==> config.mk <==
export PLATFORM = sky130hd
export DESIGN_NAME = video_scanout
export DESIGN_NICKNAME = d
export VERILOG_FILES = /design/src/hdl/video_pkg.sv /design/src/hdl/delay_line.sv /design/src/hdl/line_fetch.sv /design/src/hdl/overlay_flags.sv /design/src/hdl/pixel_mixer.sv /design/src/hdl/raster_timing.sv /design/src/hdl/video_scanout.sv
export SDC_FILE = /design/constraint.sdc
export NUM_CORES = 1
export LEC_CHECK = 0
export BUFFER_PORTS_ARGS = -buffer_cell sky130_fd_sc_hd__buf_2
export CORE_MARGIN = 2
export CORE_UTILIZATION = 45
export CTS_CLUSTER_DIAMETER = 80
export DETAILED_ROUTE_END_ITERATION = 8
export GPL_ROUTABILITY_DRIVEN = 0
export HOLD_SLACK_MARGIN = 0.08
export PLACE_DENSITY = 0.68
export SKIP_LAST_GASP = 1
export SLEW_MARGIN = 20
export SYNTH_ARGS = -nofsm -noshare
export SYNTH_HDL_FRONTEND = slang
export SYNTH_SLANG_ARGS = --single-unit
export TNS_END_PERCENT = 20
==> constraint.sdc <==
create_clock -name clock -period 5.1 [get_ports clock]
set_clock_uncertainty 0.15 [all_clocks]
set_input_delay 0.255 -clock clock [delete_from_list [all_inputs] [get_ports clock]]
set_output_delay 0.255 -clock clock [all_outputs]
set_load 0.05 [all_outputs]
==> src/hdl/video_pkg.sv <==
`default_nettype none

package video_pkg;

    ////////////////////////////////////////////////////////////
    // widths and constants

    localparam int coord_w = 12;
    localparam int addr_w = 14;

    // gains are in 256ths
    localparam int one_to_one = 256;
    localparam int osd_bg_alpha = 64;

    localparam int ram_read_latency = 2;
    localparam int scanout_latency = 6;

    ////////////////////////////////////////////////////////////
    // scalar types

    typedef logic [coord_w-1:0] coord_t;
    typedef logic [addr_w-1:0] ram_addr_t;
    typedef logic [8:0] alpha_t;

    ////////////////////////////////////////////////////////////
    // packed records

    typedef struct packed {
        logic [7:0] red;
        logic [7:0] green;
        logic [7:0] blue;
    } rgb_t;

    typedef struct packed {
        logic running;
        coord_t x;
        coord_t y;
    } raster_pos_t;

    typedef struct packed {
        logic hsync;
        logic vsync;
        logic draw_area;
    } sync_t;

    typedef struct packed {
        logic in_capture;
        logic in_osd_bg;
        logic is_scanline;
    } overlay_t;

    // thickness 0 keys on y bit 0, thickness 1 on y bit 1
    typedef struct packed {
        logic active;
        logic thickness;
        logic odd_even;
        alpha_t intensity;
    } scanline_cfg_t;

    typedef struct packed {
        coord_t h_total;
        coord_t h_visible;
        coord_t h_sync_start;
        coord_t h_sync_width;
        logic h_sync_pol;
        coord_t v_total;
        coord_t v_visible;
        coord_t v_sync_start;
        coord_t v_sync_width;
        logic v_sync_pol;
        // capture window, end exclusive
        coord_t h_capture_start;
        coord_t h_capture_end;
        coord_t v_capture_start;
        coord_t v_capture_end;
        // osd background box, end exclusive
        coord_t osd_x_start;
        coord_t osd_x_end;
        coord_t osd_y_start;
        coord_t osd_y_end;
        // 1 means every pixel or line once
        logic [3:0] pxl_rep_h;
        logic [3:0] pxl_rep_v;
        ram_addr_t line_length;
    } video_config_t;

endpackage

`default_nettype wire

==> src/hdl/delay_line.sv <==
`timescale 1ns/100ps
`default_nettype none

module delay_line #(
    parameter int cycles = 1,
    parameter type payload_t = logic
) (
    input  logic     clock,
    input  logic     reset,
    input  payload_t in,
    output payload_t out
);

    payload_t stages [cycles];

    always_ff @(posedge clock or posedge reset) begin
        if (reset) begin
            for (int i = 0; i < cycles; i++) begin
                stages[i] <= '0;
            end
        end else begin
            stages[0] <= in;
            for (int i = 1; i < cycles; i++) begin
                stages[i] <= stages[i-1];
            end
        end
    end

    assign out = stages[cycles-1];

endmodule

`default_nettype wire

==> src/hdl/line_fetch.sv <==
`timescale 1ns/100ps
`default_nettype none

module line_fetch (
    input  logic                     clock,
    input  logic                     reset,
    input  video_pkg::video_config_t video_cfg,
    input  video_pkg::raster_pos_t   pos,
    output video_pkg::ram_addr_t     rd_addr
);

    logic in_h_window;
    logic in_v_window;
    logic line_end;
    logic frame_end;
    logic [3:0] rep_x;
    logic [3:0] rep_y;
    video_pkg::ram_addr_t column;
    video_pkg::ram_addr_t row_base;

    assign in_h_window = pos.x >= video_cfg.h_capture_start && pos.x < video_cfg.h_capture_end;
    assign in_v_window = pos.y >= video_cfg.v_capture_start && pos.y < video_cfg.v_capture_end;
    assign line_end = pos.x == video_cfg.h_total - video_pkg::coord_t'(1);
    assign frame_end = pos.y == video_cfg.v_total - video_pkg::coord_t'(1);

    // column within the captured line
    always_ff @(posedge clock or posedge reset) begin
        if (reset) begin
            column <= '0;
            rep_x <= '0;
        end else if (!pos.running || line_end || !in_h_window) begin
            column <= '0;
            rep_x <= '0;
        end else if (rep_x == video_cfg.pxl_rep_h - 4'd1) begin
            column <= column + video_pkg::ram_addr_t'(1);
            rep_x <= '0;
        end else begin
            rep_x <= rep_x + 4'd1;
        end
    end

    // line buffer base, stepped at end of line
    always_ff @(posedge clock or posedge reset) begin
        if (reset) begin
            row_base <= '0;
            rep_y <= '0;
        end else if (!pos.running) begin
            row_base <= '0;
            rep_y <= '0;
        end else if (line_end) begin
            if (frame_end || !in_v_window) begin
                row_base <= '0;
                rep_y <= '0;
            end else if (rep_y == video_cfg.pxl_rep_v - 4'd1) begin
                row_base <= row_base + video_cfg.line_length;
                rep_y <= '0;
            end else begin
                rep_y <= rep_y + 4'd1;
            end
        end
    end

    always_ff @(posedge clock or posedge reset) begin
        if (reset) begin
            rd_addr <= '0;
        end else begin
            rd_addr <= (pos.running && in_h_window && in_v_window) ? row_base + column : '0;
        end
    end

endmodule

`default_nettype wire

==> src/hdl/overlay_flags.sv <==
`timescale 1ns/100ps
`default_nettype none

module overlay_flags (
    input  logic                     clock,
    input  logic                     reset,
    input  logic                     enable_osd,
    input  video_pkg::video_config_t video_cfg,
    input  video_pkg::scanline_cfg_t scanline_cfg,
    input  video_pkg::raster_pos_t   pos,
    output video_pkg::overlay_t      flags
);

    logic in_capture;
    logic in_osd_bg;
    logic line_bit;
    video_pkg::overlay_t flags_early;

    assign in_capture = pos.running
        && pos.x >= video_cfg.h_capture_start && pos.x < video_cfg.h_capture_end
        && pos.y >= video_cfg.v_capture_start && pos.y < video_cfg.v_capture_end;

    assign in_osd_bg = enable_osd
        && pos.x >= video_cfg.osd_x_start && pos.x < video_cfg.osd_x_end
        && pos.y >= video_cfg.osd_y_start && pos.y < video_cfg.osd_y_end;

    assign line_bit = scanline_cfg.thickness ? pos.y[1] : pos.y[0];

    always_ff @(posedge clock or posedge reset) begin
        if (reset) begin
            flags_early <= '0;
        end else begin
            flags_early.in_capture <= in_capture;
            flags_early.in_osd_bg <= in_osd_bg;
            flags_early.is_scanline <= scanline_cfg.active && (line_bit ^ scanline_cfg.odd_even);
        end
    end

    // line up with the RAM read data
    delay_line #(
        .cycles(video_pkg::ram_read_latency),
        .payload_t(video_pkg::overlay_t)
    ) flag_delay (
        .clock(clock),
        .reset(reset),
        .in(flags_early),
        .out(flags)
    );

endmodule

`default_nettype wire

==> src/hdl/pixel_mixer.sv <==
`timescale 1ns/100ps
`default_nettype none

module pixel_mixer (
    input  logic                clock,
    input  video_pkg::rgb_t     rd_data,
    input  video_pkg::overlay_t flags,
    input  video_pkg::alpha_t   intensity,
    output video_pkg::rgb_t     video_out
);

    logic [16:0] osd_scan_product;
    video_pkg::alpha_t osd_scan_alpha;
    video_pkg::rgb_t sel_data;
    video_pkg::alpha_t sel_alpha;
    logic [15:0] red_product;
    logic [15:0] green_product;
    logic [15:0] blue_product;

    // osd alpha further dimmed on scanlines
    assign osd_scan_product = 17'(video_pkg::osd_bg_alpha) * 17'(intensity);
    assign osd_scan_alpha = osd_scan_product[16:8];

    ////////////////////////////////////////////////////////////
    // select data and gain

    always_ff @(posedge clock) begin
        if (!flags.in_capture) begin
            sel_data <= '0;
            sel_alpha <= video_pkg::alpha_t'(video_pkg::one_to_one);
        end else if (flags.in_osd_bg) begin
            sel_data <= rd_data;
            sel_alpha <= flags.is_scanline ? osd_scan_alpha
                                           : video_pkg::alpha_t'(video_pkg::osd_bg_alpha);
        end else begin
            sel_data <= rd_data;
            sel_alpha <= flags.is_scanline ? intensity
                                           : video_pkg::alpha_t'(video_pkg::one_to_one);
        end
    end

    ////////////////////////////////////////////////////////////
    // scale each channel

    // 255 * 256 still fits in 16 bits
    always_ff @(posedge clock) begin
        red_product <= 16'(sel_data.red) * 16'(sel_alpha);
        green_product <= 16'(sel_data.green) * 16'(sel_alpha);
        blue_product <= 16'(sel_data.blue) * 16'(sel_alpha);
    end

    always_ff @(posedge clock) begin
        video_out.red <= red_product[15:8];
        video_out.green <= green_product[15:8];
        video_out.blue <= blue_product[15:8];
    end

endmodule

`default_nettype wire

==> src/hdl/raster_timing.sv <==
`timescale 1ns/100ps
`default_nettype none

module raster_timing (
    input  logic                     clock,
    input  logic                     reset,
    input  logic                     start,
    input  video_pkg::video_config_t video_cfg,
    output video_pkg::raster_pos_t   pos,
    output video_pkg::sync_t         sync_early
);

    logic running;
    video_pkg::coord_t x_count;
    video_pkg::coord_t y_count;
    logic line_end;
    logic frame_end;
    logic h_active;
    logic v_active;
    logic visible;

    assign line_end = x_count == video_cfg.h_total - video_pkg::coord_t'(1);
    assign frame_end = y_count == video_cfg.v_total - video_pkg::coord_t'(1);

    ////////////////////////////////////////////////////////////
    // raster counters

    always_ff @(posedge clock or posedge reset) begin
        if (reset) begin
            running <= 1'b0;
            x_count <= '0;
            y_count <= '0;
        end else if (!running) begin
            // start only counts while idle
            if (start) begin
                running <= 1'b1;
                x_count <= '0;
                y_count <= '0;
            end
        end else if (line_end) begin
            x_count <= '0;
            if (frame_end) begin
                y_count <= '0;
            end else begin
                y_count <= y_count + video_pkg::coord_t'(1);
            end
        end else begin
            x_count <= x_count + video_pkg::coord_t'(1);
        end
    end

    assign pos.running = running;
    assign pos.x = x_count;
    assign pos.y = y_count;

    ////////////////////////////////////////////////////////////
    // sync and draw area

    // subtract first so start + width cannot overflow
    assign h_active = x_count >= video_cfg.h_sync_start
        && (x_count - video_cfg.h_sync_start) < video_cfg.h_sync_width;
    assign v_active = y_count >= video_cfg.v_sync_start
        && (y_count - video_cfg.v_sync_start) < video_cfg.v_sync_width;
    assign visible = x_count < video_cfg.h_visible && y_count < video_cfg.v_visible;

    always_ff @(posedge clock or posedge reset) begin
        if (reset) begin
            sync_early <= '0;
        end else begin
            sync_early.hsync <= (running && h_active) ? video_cfg.h_sync_pol
                                                      : ~video_cfg.h_sync_pol;
            sync_early.vsync <= (running && v_active) ? video_cfg.v_sync_pol
                                                      : ~video_cfg.v_sync_pol;
            sync_early.draw_area <= running && visible;
        end
    end

endmodule

`default_nettype wire

==> src/hdl/video_scanout.sv <==
`timescale 1ns/100ps
`default_nettype none

module video_scanout (
    input  logic                     clock,
    input  logic                     reset,
    input  logic                     start,
    input  logic                     enable_osd,
    input  video_pkg::video_config_t video_cfg,
    input  video_pkg::scanline_cfg_t scanline_cfg,
    output video_pkg::ram_addr_t     rd_addr,
    input  video_pkg::rgb_t          rd_data,
    output video_pkg::rgb_t          video_out,
    output logic                     hsync,
    output logic                     vsync,
    output logic                     draw_area
);

    video_pkg::raster_pos_t pos;
    video_pkg::sync_t sync_early;
    video_pkg::sync_t sync_late;
    video_pkg::overlay_t flags;

    ////////////////////////////////////////////////////////////
    // raster and RAM side

    raster_timing raster_timing_inst (
        .clock(clock),
        .reset(reset),
        .start(start),
        .video_cfg(video_cfg),
        .pos(pos),
        .sync_early(sync_early)
    );

    line_fetch line_fetch_inst (
        .clock(clock),
        .reset(reset),
        .video_cfg(video_cfg),
        .pos(pos),
        .rd_addr(rd_addr)
    );

    overlay_flags overlay_flags_inst (
        .clock(clock),
        .reset(reset),
        .enable_osd(enable_osd),
        .video_cfg(video_cfg),
        .scanline_cfg(scanline_cfg),
        .pos(pos),
        .flags(flags)
    );

    ////////////////////////////////////////////////////////////
    // output side

    pixel_mixer pixel_mixer_inst (
        .clock(clock),
        .rd_data(rd_data),
        .flags(flags),
        .intensity(scanline_cfg.intensity),
        .video_out(video_out)
    );

    // sync_early is already one cycle in
    delay_line #(
        .cycles(video_pkg::scanout_latency - 1),
        .payload_t(video_pkg::sync_t)
    ) sync_delay (
        .clock(clock),
        .reset(reset),
        .in(sync_early),
        .out(sync_late)
    );

    assign hsync = sync_late.hsync;
    assign vsync = sync_late.vsync;
    assign draw_area = sync_late.draw_area;

endmodule

`default_nettype wire

-- After elaboration in Yosys (flattened, before gate mapping)
Index checks and enable logic that the tools add are counted.
- logic and storage cells: 140
- bits of input ports: 256
- memories kept: 0
- output and inout port bits: 41
- flip-flop bits (word level): 207
- memory bits (read-only): 0
- bits in latches: 0
- bits in writable memories: 0
- $lt $le $gt $ge: 14
- shift operators: 0
- multiplexer cells: 27
- reduce and logical (&&, ||, !) cells: 29
- add/sub/neg operators: 13
- bitwise operators: 3
- equal/unequal tests: 6
- divide/modulo/power cells: 0
- multiply operators: 3
- operators with widths (kind ; number):
    14-bit two-way mux ; 7
    12-bit less-than comparator ; 8
    12-bit greater-or-equal comparator ; 6
    12-bit two-way mux ; 6
    8-bit by 9-bit multiplier with 16-bit output ; 3
    14-bit adder ; 2
    12-bit by 1-bit adder with 12-bit output (second input constant) ; 2
    12-bit equality test ; 2
    4-bit two-way mux ; 6
    12-bit by 1-bit subtractor with 12-bit output (second input constant) ; 2
    12-bit subtractor ; 2
    1-bit logical AND ; 19
    9-bit two-way mux ; 2
    14-bit by 1-bit adder with 14-bit output (second input constant) ; 1
    4-bit by 1-bit adder with 4-bit output (second input constant) ; 2
    4-bit equality test ; 2
    4-bit by 1-bit subtractor with 4-bit output (second input constant) ; 2
    7-bit two-way mux ; 1
    1-bit two-way mux ; 5
    2-bit AND reduction ; 2
    2-bit nonzero test ; 2
    1-bit zero test ; 3
    1-bit logical OR ; 3
    3-bit by 1-bit != test with 1-bit output (second input constant) ; 1
    other kinds (3) ; 4

-- Longest topological paths before layout
Gate-level depths: netlist of the first run.
- depth in word-level cells: 7
- mapped depth: 20
- gate-level depth less buffers: 19

-- Hierarchy
A second synthesis of the first run with hierarchy kept.
- cell total of the unflattened synthesis: 2397
- area, all modules: 21010.2 um^2
- by module, submodules not included (module ; area each (um^2) ; times used ; cells an instance ; sequential area each (um^2)):
    pixel_mixer ; 8421.8 ; 1 ; 874 ; 1621.6
    line_fetch ; 5213.8 ; 1 ; 598 ; 1251.2
    raster_timing ; 4444.3 ; 1 ; 573 ; 700.7
    overlay_flags ; 2352.3 ; 1 ; 323 ; 75.1
    delay_line (sync_delay) ; 401.6 ; 1 ; 19 ; 375.4
    delay_line (overlay_flags_inst.flag_delay) ; 176.4 ; 1 ; 10 ; 150.1

-- Worst setup path before layout of the first run
Ideal clock, no wire load.
- path type: reg2reg
- start point: reg pixel_mixer_inst.sel_alpha[0]
- end point: reg pixel_mixer_inst.blue_product[15]
- period minus slack after synthesis: 4.994 ns
- slack: 0.106 ns
- required time: 4.828 ns
- setup time: 0.122 ns
- stages on the path, launching flop included: 19
- path buffers: 2
- data arrival time: 4.722 ns
- cell sequence: dfxtp_1 clkbuf_1 clkbuf_1 nand2_1 fa_1 fa_1 inv_1 fa_1 inv_1 fa_1 inv_1 ha_1 and3_1 a21oi_1 o21ai_0 o211a_1 o21a_1 o21a_1 a311o_1
- cells in the longest elaborated chain, start to end: 1
- ends and longest elaborated chain (what ; RTL line ; source):
    start, declared ; pixel_mixer.sv:15 ; video_pkg::alpha_t sel_alpha;
    start signal, assigned ; pixel_mixer.sv:30 ; sel_alpha <= video_pkg::alpha_t'(video_pkg::one_to_one);
    start signal, assigned ; pixel_mixer.sv:33 ; sel_alpha <= flags.is_scanline ? osd_scan_alpha
    start signal, assigned ; pixel_mixer.sv:37 ; sel_alpha <= flags.is_scanline ? intensity
    8-bit by 9-bit multiplier with 16-bit output ; pixel_mixer.sv:49 ; blue_product <= 16'(sel_data.blue) * 16'(sel_alpha);
    end signal, assigned ; pixel_mixer.sv:49 ;
    end, declared ; pixel_mixer.sv:18 ; logic [15:0] blue_product;
Every way passes these cells.
A chain may end at the register's enable or synchronous reset.

-- Worst setup path after layout of the first run
- start point: reg pixel_mixer_inst.sel_alpha[0]
- end point: reg pixel_mixer_inst.blue_product[14]
Same word-level chain as after synthesis.

==> impl_metrics.toml, run 1 <==
[power_and_ir_drop]
switchingPower_mw = 1.43
clkPwrFrac_pct = 32.5
fin_total_pwr_mw = 4.21
p_leak_nw = 11.8
seqPwrFrac_pct = 37.8
switching_share_pct = 34.0
comb_power_share_pct = 29.7
cellPowerDensity_mw_per_mm2 = 192
ir_drop_v = 0.000216
p_int_mw = 2.78

[global_routing]
grt-busiest-layer = "met2"
overflow = 0
grt_pass1_wl_um = 78100
grt_usage_pct = 22.8
use_met1_pct = 27.8
use_met3_pct = 3.42
antenna_found_initial = 6
grt_max_degree = 77
grtUsageMet2_pct = 41.7
grt_pass1_vias = 16300

[logic_synthesis]
synth_seq_cells = 183
yosysSeqAreaShare_pct = 22.5
yosys.area.top_type_share_pct = 19.6
synth_area_mm2 = 0.0185
async_reset_ff_share_pct = 55.7
avgSynthCellArea_um2 = 8.84
yosys-top-cells-area = "ha_1 20%, dfrtp_1 14%, fa_1 13%"
yosysWarnings = 0
syn_nets = 2768
synth_top_area_cell = "ha_1"
synth_edf_count = 0
ys.flop_type = "dfrtp_1"
syn_inst = 2097
synthDistinctLibCells = 73

[drt]
finalWirelength_um = 47400
routedWlPerCell_um = 15.8
vias = 15600
ant_nets = 0
drt_iter0_markers = 705
dr.pass1.iters = 5
vias_per_cell = 5.21
drcViolationCount = 0

[final_layout]
final_common_cell = "inv_1"
post-route-cell-area_mm2 = 0.0219
mostFrequentLayoutCells = "369 x inv_1, 296 x buf_2, 291 x ha_1"
stdcell_count = 2996
drive_gt1_share_pct = 15.4
nets = 3119
syn2layout_area_growth_pct = 17.9
fillers = 3798

[clock_network]
clkSlewWorstSetupHoldPaths_ns = 0.09
root_buffer = "clkbuf_16"
post_cts_buffers = 0
clkSinkCount = 183
clk_latency_ns = 0.45
cts_buffers = 17
htree_levels = 4
cts_tree = "built"
cts_buffer_depth = 2

[placement]
dpl_cell_area_mm2 = 0.0208
dp_hpwl_um = 38200
portBuffers = 296
dpl.cell_count = 2918

[setup_path]
start_kind = "flip-flop"
critPathCaptureType = "flip-flop"
worstReg2RegStart = "pixel_mixer_inst.sel_alpha[0]"
r2r_end = "pixel_mixer_inst.blue_product[14]"
cp_data_required_time_ns = 5.31
critPathBufInv = 4
crit_chain = "nand2_1, fa_1, fa_1, inv_1, fa_1, inv_1, fa_1, inv_1, ha_1, and3_1, a21oi_1, o21ai_0, o211a_1, o21a_1, o21a_1, buf_4, nor2_1, xnor2_1"
r2r_setup_slack_ns = 0.22
worstPathArrival_ns = 5.09
worst_path_max_delay_cell = "fa_1"
crit_end = "pixel_mixer_inst.blue_product[14]"
startpoint = "pixel_mixer_inst.sel_alpha[0]"
path_class = "reg -> reg"
path_depth = 18
crit_top_cell = "fa_1"
critPathTopFamily = "adder cells"
slowest_delay_ns = 0.54
ff2ff_path_depth = 18
crit_fanout = 9

[timing]
hold_viol_final = 0
drv_slew = 0
timing.fmax_mhz = 205
rsz0062_at_grt = "yes"
relSlewSlack_pct = 35.1
worst_pin_slew_ns = 0.973
min_period_over_period_pct = 95.7
finalCriticalPeriod_ns = 4.88
hold_slack_ns = 0.125
finalSetupViolations = 0

[floorplan]
dieArea_mm2 = 0.0428
io_pins = 297
chipHeight_um = 207
die_width_um = 207
floorplan.rows = 74
core_mm2 = 0.0407
start_util_pct = 45.5

[job]
drv_cap = 0

[run_status]
outcome = "finished clean"

[worst_hold_path]
hp-class = "in -> reg"
-- Yosys cell counts (all sizes together) (5+ instances only) --
cell	instances
nor3	38
inv	370
nor2b	18
xor2	39
nand4	16
a2111oi	5
a211oi	12
fa	124
a21boi	5
o21ai	88
nor3b	7
and2	196
or3	10
ha	291
nand2b	21
clkbuf	33
mux2i	10
nand3	31
o31ai	21
xnor2	76
and3	17
o41ai	5
nor2	101
a21o	40
nor4	16
o21a	22
nand2	135
a211o	9
a21oi	76
dfxtp	81
o211ai	8
o21bai	11
dfrtp	102
-- area by class of cell --
class | instances | area, um^2 | share of cell area [%]
Timing Repair Buffer | 369 | 2160 | 9.89
Clock inverter | 14 | 178 | 0.813
Multi-Input combinational cell | 1507 | 12800 | 58.7
Inverter | 370 | 1390 | 6.37
Antenna cell | 3 | 7.51 | 0.0344
Tap cell | 532 | 666 | 3.05
Clock buffer | 18 | 439 | 2.01
Sequential cell | 183 | 4180 | 19.1
-- power groups by stage --
stage / clock, mW / combinational [mW] / sequential (mW)
3_5_place_dp: 0 / 1.22 / 1.62
4_1_cts: 1.41 / 1.25 / 1.59
3_3_place_gp: 0 / 1.16 / 1.62
2_1_floorplan: 0 / 0.805 / 1.63
6_report: 1.37 / 1.25 / 1.59
5_1_grt: 1.46 / 1.43 / 1.60
-- tightest hold or removal path, stage by stage --
cell     delay [ns]
buf_2          0.09
ha_1           0.22
inv_1          0.05
o31ai_1        0.07
-- stage by stage --
stage	TNS (ns)	utilization, %	setup slack, ns
2_1_floorplan	0	-	0.106
4_1_cts	0	53.6	0.0911
3_5_place_dp	0	51.0	0.101
5_1_grt	-0.0967	53.6	-0.0763
3_3_place_gp	0	51.0	0.208
6_report	0	53.6	0.218
-- sequential cells by signal, indices dropped and copies added (netlist names), 4 cells and up --
signal and cells:
pixel_mixer_inst.sel_data 24, pixel_mixer_inst.video_out 24, line_fetch_inst.column 14, line_fetch_inst.rd_addr 14, line_fetch_inst.row_base 14, raster_timing_inst.x_count 12, raster_timing_inst.y_count 12, sync_delay.stages 12
pixel_mixer_inst.sel_alpha 9, pixel_mixer_inst.blue_product 8, pixel_mixer_inst.green_product 8, pixel_mixer_inst.red_product 8, line_fetch_inst.rep_x 4, line_fetch_inst.rep_y 4
-- kinds of logic (layout without fill, tap and decap cells) --
family,count (synthesis),in the layout,synth area share [%]
compound gates,340,340,12.1
xor+xnor,115,115,5.43
fa+ha+maj,415,415,33.0
buf+inv,407,771,8.29
flops,183,183,22.5
mux,13,13,0.722
other cells,0,3,0
simple gates,624,624,18.0
-- how the worst min path moves through the flow --
| stage | from | endpoint | slack, ns | cells past startpoint |
|---|---|---|---|---|
| 5_1_grt | scanline_cfg[6] | pixel_mixer_inst.sel_alpha[6] | 0.14 | 4 |
| 6_report | video_cfg[0] | line_fetch_inst.row_base[0] | 0.13 | 4 |
| 3_5_place_dp | reset | line_fetch_inst.rd_addr[6] | 0.1 | 2 |
| 4_1_cts | scanline_cfg[6] | pixel_mixer_inst.sel_alpha[6] | 0.12 | 4 |
| 2_1_floorplan | pixel_mixer_inst.blue_product[8] | pixel_mixer_inst.video_out[0] | 0.16 | 0 |
| 3_3_place_gp | reset | line_fetch_inst.rd_addr[6] | 0.09 | 2 |
-- layer usage --
metal  vias to the layer above  part of all wire, %
met2                       403                   51
met5                         -                 0.11
li1                       7624                    -
met3                        78                  4.7
met4                         8                  2.3
met1                      7511                   42
-- timing repair --
action,4_1_cts,5_1_grt
hold buffers,43,0
resized for setup,0,3
setup endpoints to repair,0,8
endpoints found under the hold margin,65,0
Power figures use the tool's default switching activity.
==> run 2: changes to the inputs <==
--- a/config.mk
+++ b/config.mk
@@ -5,13 +5,14 @@
 export SDC_FILE = /design/constraint.sdc
 export NUM_CORES = 1
 export LEC_CHECK = 0
+export ABC_CLOCK_PERIOD_IN_PS = 5100
 export BUFFER_PORTS_ARGS = -buffer_cell sky130_fd_sc_hd__buf_2
 export CORE_MARGIN = 2
 export CORE_UTILIZATION = 45
 export CTS_CLUSTER_DIAMETER = 80
 export DETAILED_ROUTE_END_ITERATION = 8
 export GPL_ROUTABILITY_DRIVEN = 0
-export HOLD_SLACK_MARGIN = 0.08
+export HOLD_SLACK_MARGIN = 0.15
 export PLACE_DENSITY = 0.68
 export SKIP_LAST_GASP = 1
 export SLEW_MARGIN = 20
==> run 2 against run 1 <==
Die area is the same. Highest routed layer unchanged. First-iteration DRC count up 7.0%. Clock power about the same. Critical endpoint unchanged.
==> impl_metrics.toml, run 2 (synthesized netlist as in run 1, its figures left out) <==
[worst_hold_path]
hold_start = "video_cfg[12]"
worstHoldPathCells = 4
hold_end = "line_fetch_inst.row_base[12]"
hp-class = "in -> reg"

[clock_network]
post_cts_buffers = 0
clkSlewWorstSetupHoldPaths_ns = 0.08
htree_levels = 4
cts_buffer_depth = 2
root_buffer = "clkbuf_16"
cts_buffers = 17
clkSinkCount = 183
clk_latency_ns = 0.45
cts_tree = "built"

[setup_path]
crit_fanout = 9
crit_chain = "nand2_1, fa_1, fa_1, inv_1, fa_1, inv_1, fa_1, inv_1, ha_1, and3_1, a21oi_1, o21ai_0, o211a_1, o21a_1, o21a_1, buf_4, nor2_1, xnor2_1"
worst_path_max_delay_cell = "fa_1"
crit_top_cell = "fa_1"
path_class = "reg -> reg"
worstPathArrival_ns = 5.09
ff2ff_path_depth = 18
cp_data_required_time_ns = 5.31
r2r_setup_slack_ns = 0.22
worstReg2RegStart = "pixel_mixer_inst.sel_alpha[0]"
critPathCaptureType = "flip-flop"
r2r_end = "pixel_mixer_inst.blue_product[14]"
start_kind = "flip-flop"
slowest_delay_ns = 0.54

[run_status]
outcome = "finished clean"

[timing]
rsz0062_at_grt = "yes"
hold_viol_final = 0
finalSetupViolations = 0
relSlewSlack_pct = 35.7
min_period_over_period_pct = 95.7
finalCriticalPeriod_ns = 4.88
worst_pin_slew_ns = 0.964
drv_slew = 0
fin_setup_tns_ns = 0
timing.fmax_mhz = 205

[job]
drv_cap = 0

[final_layout]
drive_gt1_share_pct = 15.4
multi_input_area_mm2 = 0.0128
fillers = 3794
syn2layout_area_growth_pct = 18.1
nets = 3123
stdcell_count = 3000
seq_area_mm2 = 0.00418
reg_top3 = "pixel_mixer_inst.sel_data x24, pixel_mixer_inst.video_out x24"
final_common_cell = "inv_1"
mostFrequentLayoutCells = "369 x inv_1, 296 x buf_2, 291 x ha_1"

[drt]
drt_iter0_markers = 754
routedWlPerCell_um = 15.8
finalWirelength_um = 47300
vias_per_cell = 5.21
ant_nets = 0
dr.pass1.iters = 5
drcViolationCount = 0
vias = 15600

[global_routing]
overflow = 0
grt_pass1_vias = 16300
grt_usage_pct = 22.8
antenna_found_initial = 5
grt_max_degree = 77
grt_pass1_wl_um = 78200

[placement]
dpl.cell_count = 2918
portBuffers = 296
dp_hpwl_um = 38200

[floorplan]
dieArea_mm2 = 0.0428
chipHeight_um = 207
io_pins = 297
core_mm2 = 0.0407
die_width_um = 207
floorplan.rows = 74
start_util_pct = 45.5

[power_and_ir_drop]
fin_total_pwr_mw = 4.21
cellPowerDensity_mw_per_mm2 = 192
p_leak_nw = 11.8
ir_drop_v = 0.000217
run 2: cell types whose count changed in the layout (fill, tap and decap cells not counted):
cell | previous run | this run
dlygate4sd3_1 | 43 | 47
run 2: cell type report:
cell class                      instances  area share, %
Sequential cell                       183           19.1
Tap cell                              532           3.04
Clock inverter                         14          0.812
Antenna cell                            3         0.0343
Timing Repair Buffer                  373           10.1
Clock buffer                           18           2.01
Multi-Input combinational cell       1507           58.6
Inverter                              370           6.36
run 2: repair_timing:
| item | CTS | global route |
|---|---|---|
| setup endpoints to repair | 0 | 8 |
| endpoints found under the hold margin | 72 | 0 |
| gates resized for setup | 0 | 3 |
| hold buffers | 47 | 0 |
run 2: how the worst max path moves through the flow:
stage / startpoint / end / cells after the start
detailed placement: pixel_mixer_inst.sel_alpha[6] / pixel_mixer_inst.green_product[15] / 16
global placement: pixel_mixer_inst.sel_alpha[3] / pixel_mixer_inst.red_product[15] / 14
global route: pixel_mixer_inst.sel_alpha[0] / pixel_mixer_inst.blue_product[14] / 18
floorplan: pixel_mixer_inst.sel_alpha[0] / pixel_mixer_inst.blue_product[15] / 18
CTS: pixel_mixer_inst.sel_alpha[6] / pixel_mixer_inst.green_product[15] / 16
finish: pixel_mixer_inst.sel_alpha[0] / pixel_mixer_inst.blue_product[14] / 18
run 2: layer usage:
| metal | vias up | GRT usage [%] | wire (um) |
|---|---|---|---|
| met5 | - | 0 | 41 |
| met4 | 6 | 6.36 | 1030 |
| met3 | 70 | 3.36 | 2260 |
| met2 | 429 | 41.7 | 24200 |
| met1 | 7488 | 27.8 | 19800 |
| li1 | 7628 | - | - |
run 2: power by group:
part	total (mW)	leakage, nW	internal, mW	switching (mW)
clock network	1.36	0.298	0.680	0.684
registers	1.59	1.96	1.50	0.0859
logic	1.25	9.51	0.595	0.658
total	4.21	11.8	2.78	1.43
run 2: stage by stage:
| step | hold WS [ns] | utilization (%) | setup WS, ns | cell area (um^2) |
|---|---|---|---|---|
| 6_report | 0.169 | 53.7 | 0.220 | 21900 |
| 5_1_grt | 0.184 | 53.7 | -0.0763 | 21900 |
| 4_1_cts | 0.157 | 53.7 | 0.0911 | 21900 |
| 3_5_place_dp | 0.0975 | 51.0 | 0.101 | 20800 |
| 3_3_place_gp | 0.0875 | 51.0 | 0.208 | 20800 |
| 2_1_floorplan | 0.160 | - | 0.106 | 18500 |
run 2: worst max-delay path, delay by kind of cell, from the launching register on:
| kind | cells | cell delay (ns) |
|---|---|---|
| fa+ha+maj | 5 | 2.42 |
| compound gates | 5 | 0.87 |
| flops | 1 | 0.50 |
| simple gates | 3 | 0.42 |
| buf+inv | 4 | 0.28 |
| xor+xnor | 1 | 0.14 |
==> run 3: changes to the inputs <==
--- a/config.mk
+++ b/config.mk
@@ -5,9 +5,9 @@
 export SDC_FILE = /design/constraint.sdc
 export NUM_CORES = 1
 export LEC_CHECK = 0
+export ABC_AREA = 1
 export ABC_CLOCK_PERIOD_IN_PS = 5100
 export BUFFER_PORTS_ARGS = -buffer_cell sky130_fd_sc_hd__buf_2
-export CORE_MARGIN = 2
 export CORE_UTILIZATION = 45
 export CTS_CLUSTER_DIAMETER = 80
 export DETAILED_ROUTE_END_ITERATION = 8
==> run 3 against run 2 <==
Register-to-register slack better by 0.14 ns. Die area up 7.6%. Worst setup slack better by 0.14 ns. Final cell count up 24%. Non-clock buffer count down 13. Combinational power up 13%. Largest cell class unchanged. Largest power group unchanged.
==> impl_metrics.toml, run 3 <==
[run_status]
outcome = "finished clean"

[clock_network]
clkSinkCount = 183
post_cts_buffers = 0
htree_levels = 4
cts_buffers = 17
cts_buffer_depth = 2
clkSlewWorstSetupHoldPaths_ns = 0.07
root_buffer = "clkbuf_16"
clk_latency_ns = 0.47
cts_tree = "built"

[setup_path]
path_class = "reg -> reg"
critPathCaptureType = "flip-flop"
worstPathArrival_ns = 4.94
cp_data_required_time_ns = 5.31
crit_chain = "nand2_1, inv_1, fa_1, fa_1, fa_1, inv_1, fa_1, inv_1, ha_1, a21oi_1, o21ai_0, a211oi_1, nand2_1, nand2_1, nand2_1"
ff2ff_path_depth = 15
start_kind = "flip-flop"
crit_fanout = 20
slowest_delay_ns = 0.86
worst_path_max_delay_cell = "dfxtp_1"

[timing]
drv_slew = 0
min_period_over_period_pct = 92.9
relSlewSlack_pct = 31.8
timing.fmax_mhz = 211
hold_viol_final = 0
hold_slack_ns = 0.176
rsz0062_at_grt = "yes"
finalSetupViolations = 0
worst_pin_slew_ns = 1.02
finalCriticalPeriod_ns = 4.74

[logic_synthesis]
synth_top_area_cell = "ha_1"
synth_top_family_by_area = "adder cells"
avgSynthCellArea_um2 = 7.27
synth_area_mm2 = 0.0204
syn_nets = 3471
synth-compound-area-share_pct = 8.08
yosysSeqAreaShare_pct = 20.5
synth_seq_cells = 183
synth_edf_count = 0
yosys-top-cells-area = "ha_1 18%, dfrtp_1 13%, inv_1 13%"
synth_fa_ha_area_share_pct = 30.1
synth_xor_area_share_pct = 5.55
synthTopCellsByCount = "680 x inv_1, 641 x nand2_1, 291 x ha_1"
yosysWarnings = 0
synthMuxAreaShare_pct = 0
yosys.area_share.simple_pct = 21.8
synthDistinctLibCells = 48
synth.most_common_cell = "inv_1"
syn_inst = 2800
ys.flop_type = "dfrtp_1"
yosys.area.top_type_share_pct = 17.9
async_reset_ff_share_pct = 55.7

[power_and_ir_drop]
p_leak_nw = 14.2
cellPowerDensity_mw_per_mm2 = 186
ir_drop_v = 0.000237
clkPwrFrac_pct = 29.5
p_int_mw = 2.82
switchingPower_mw = 1.56
seqPwrFrac_pct = 38.3
comb_power_share_pct = 32.2
switching_share_pct = 35.6

[final_layout]
multi_input_area_mm2 = 0.0133
reg_top3 = "pixel_mixer_inst.sel_data x24, pixel_mixer_inst.video_out x24"
mostFrequentLayoutCells = "679 x inv_1, 641 x nand2_1, 296 x buf_2"
post-route-cell-area_mm2 = 0.0235
drive_gt1_share_pct = 12.4
syn2layout_area_growth_pct = 15.4
final_common_cell = "inv_1"
fillers = 4214
nets = 3788
seq_area_mm2 = 0.00418

[drt]
ant_nets = 0
drt_iter0_markers = 985
routedWlPerCell_um = 14.3
vias_per_cell = 5.00
dr.pass1.iters = 7
finalWirelength_um = 53300
drcViolationCount = 0
vias = 18600

[floorplan]
die_width_um = 215
start_util_pct = 45.8
core_mm2 = 0.0444
dieArea_mm2 = 0.0461
floorplan.rows = 77
io_pins = 297
chipHeight_um = 215

[worst_hold_path]
hp-class = "reg -> reg"
worstHoldPathCells = 0

[global_routing]
grt_pass1_wl_um = 89400
grt_pass1_vias = 19100
antenna_found_initial = 10
overflow = 0
grt_max_degree = 67
grt_usage_pct = 23.7

[job]
drv_cap = 0

[placement]
portBuffers = 296
dp_hpwl_um = 43000
dpl_cell_area_mm2 = 0.0224
-- run 3: cell count changes after synthesis, moves of 19 or more --
cell / change
nand2_1: +507
inv_1: +310
and2_1: -192
nand3_1: +81
nor2_1: +58
a21oi_1: +55
xor2_1: +39
nand4_1: +37
a21o_1: -30
xnor2_1: -25
o21ai_0: -21
nand2b_1: -20
o31ai_1: -19
-- run 3: worst max-delay path, delay by kind of cell, from the launching register on --
family,cells,cell delay (ns)
AO/OA/AOI/OAI,3,0.69
adder cells (fa/ha/maj),5,2.38
buffers and inverters,3,0.21
flip-flops,1,0.86
AND/OR/NAND/NOR,4,0.32
-- run 3: worst paths after layout --
check,from,endpoint,slack [ns]
max in group asynchronous,reset,raster_timing_inst.x_count[2],3.42
hold reg to reg,pixel_mixer_inst.red_product[15],pixel_mixer_inst.video_out[23],0.18
setup / recovery,pixel_mixer_inst.sel_alpha[2],pixel_mixer_inst.blue_product[15],0.36
hold / removal,pixel_mixer_inst.red_product[15],pixel_mixer_inst.video_out[23],0.18
min in group asynchronous,reset,line_fetch_inst.row_base[0],0.37
setup reg to reg,pixel_mixer_inst.sel_alpha[2],pixel_mixer_inst.blue_product[15],0.36
-- run 3: area by class of cell --
| class | count | area share [%] |
|---|---|---|
| diodes | 5 | 0.0533 |
| clock buffers | 21 | 2.00 |
| clock inverters | 11 | 0.415 |
| inverters | 683 | 10.9 |
| multi-input cells | 1872 | 56.8 |
| flip-flops and latches | 183 | 17.8 |
| well taps | 592 | 3.15 |
| repair buffers | 360 | 8.86 |
-- run 3: cell families (layout without fill, tap and decap cells) --
kind of cell | Yosys count | after routing
AO/OA/AOI/OAI | 285 | 285
adder cells (fa/ha/maj) | 415 | 415
flip-flops | 183 | 183
buffers and inverters | 745 | 1075
other | 0 | 5
XOR/XNOR | 129 | 129
AND/OR/NAND/NOR | 1043 | 1043
-- run 3: what timing repair did --
action / CTS / global route
endpoints found under the setup margin: 0 / 2
gates resized for setup: 0 / 1
hold endpoints to repair: 107 / 0
hold buffers: 48 / 0
-- run 3: per-stage QoR --
step | cells | power [mW] | utilization, % | setup slack [ns] | setup TNS [ns]
2_1_floorplan | 2800 | 2.63 | - | 0.683 | 0
3_3_place_gp | 3642 | 3.01 | 50.5 | 0.425 | 0
3_5_place_dp | 3642 | 3.08 | 50.5 | 0.365 | 0
4_1_cts | 3722 | 4.43 | 52.9 | 0.348 | 0
5_1_grt | 3725 | 4.71 | 52.9 | -0.00276 | -0.00276
6_report | 3727 | 4.38 | 52.9 | 0.362 | 0
-- run 3: layer usage --
layer / track usage, % / share of wire [%] / vias up
li1: - / - / 9266
met1: 27.8 / 41 / 8689
met2: 42.5 / 50 / 548
met3: 4.19 / 5.4 / 112
met4: 9.67 / 3.3 / 6
met5: 0 / 0.066 / -
-- run 3: power by group through the flow --
stage	sequential, mW	clock (mW)	combinational, mW
2_1_floorplan	1.63	0	0.992
3_3_place_gp	1.70	0	1.31
3_5_place_dp	1.71	0	1.37
4_1_cts	1.68	1.34	1.41
5_1_grt	1.69	1.39	1.63
6_report	1.68	1.29	1.41
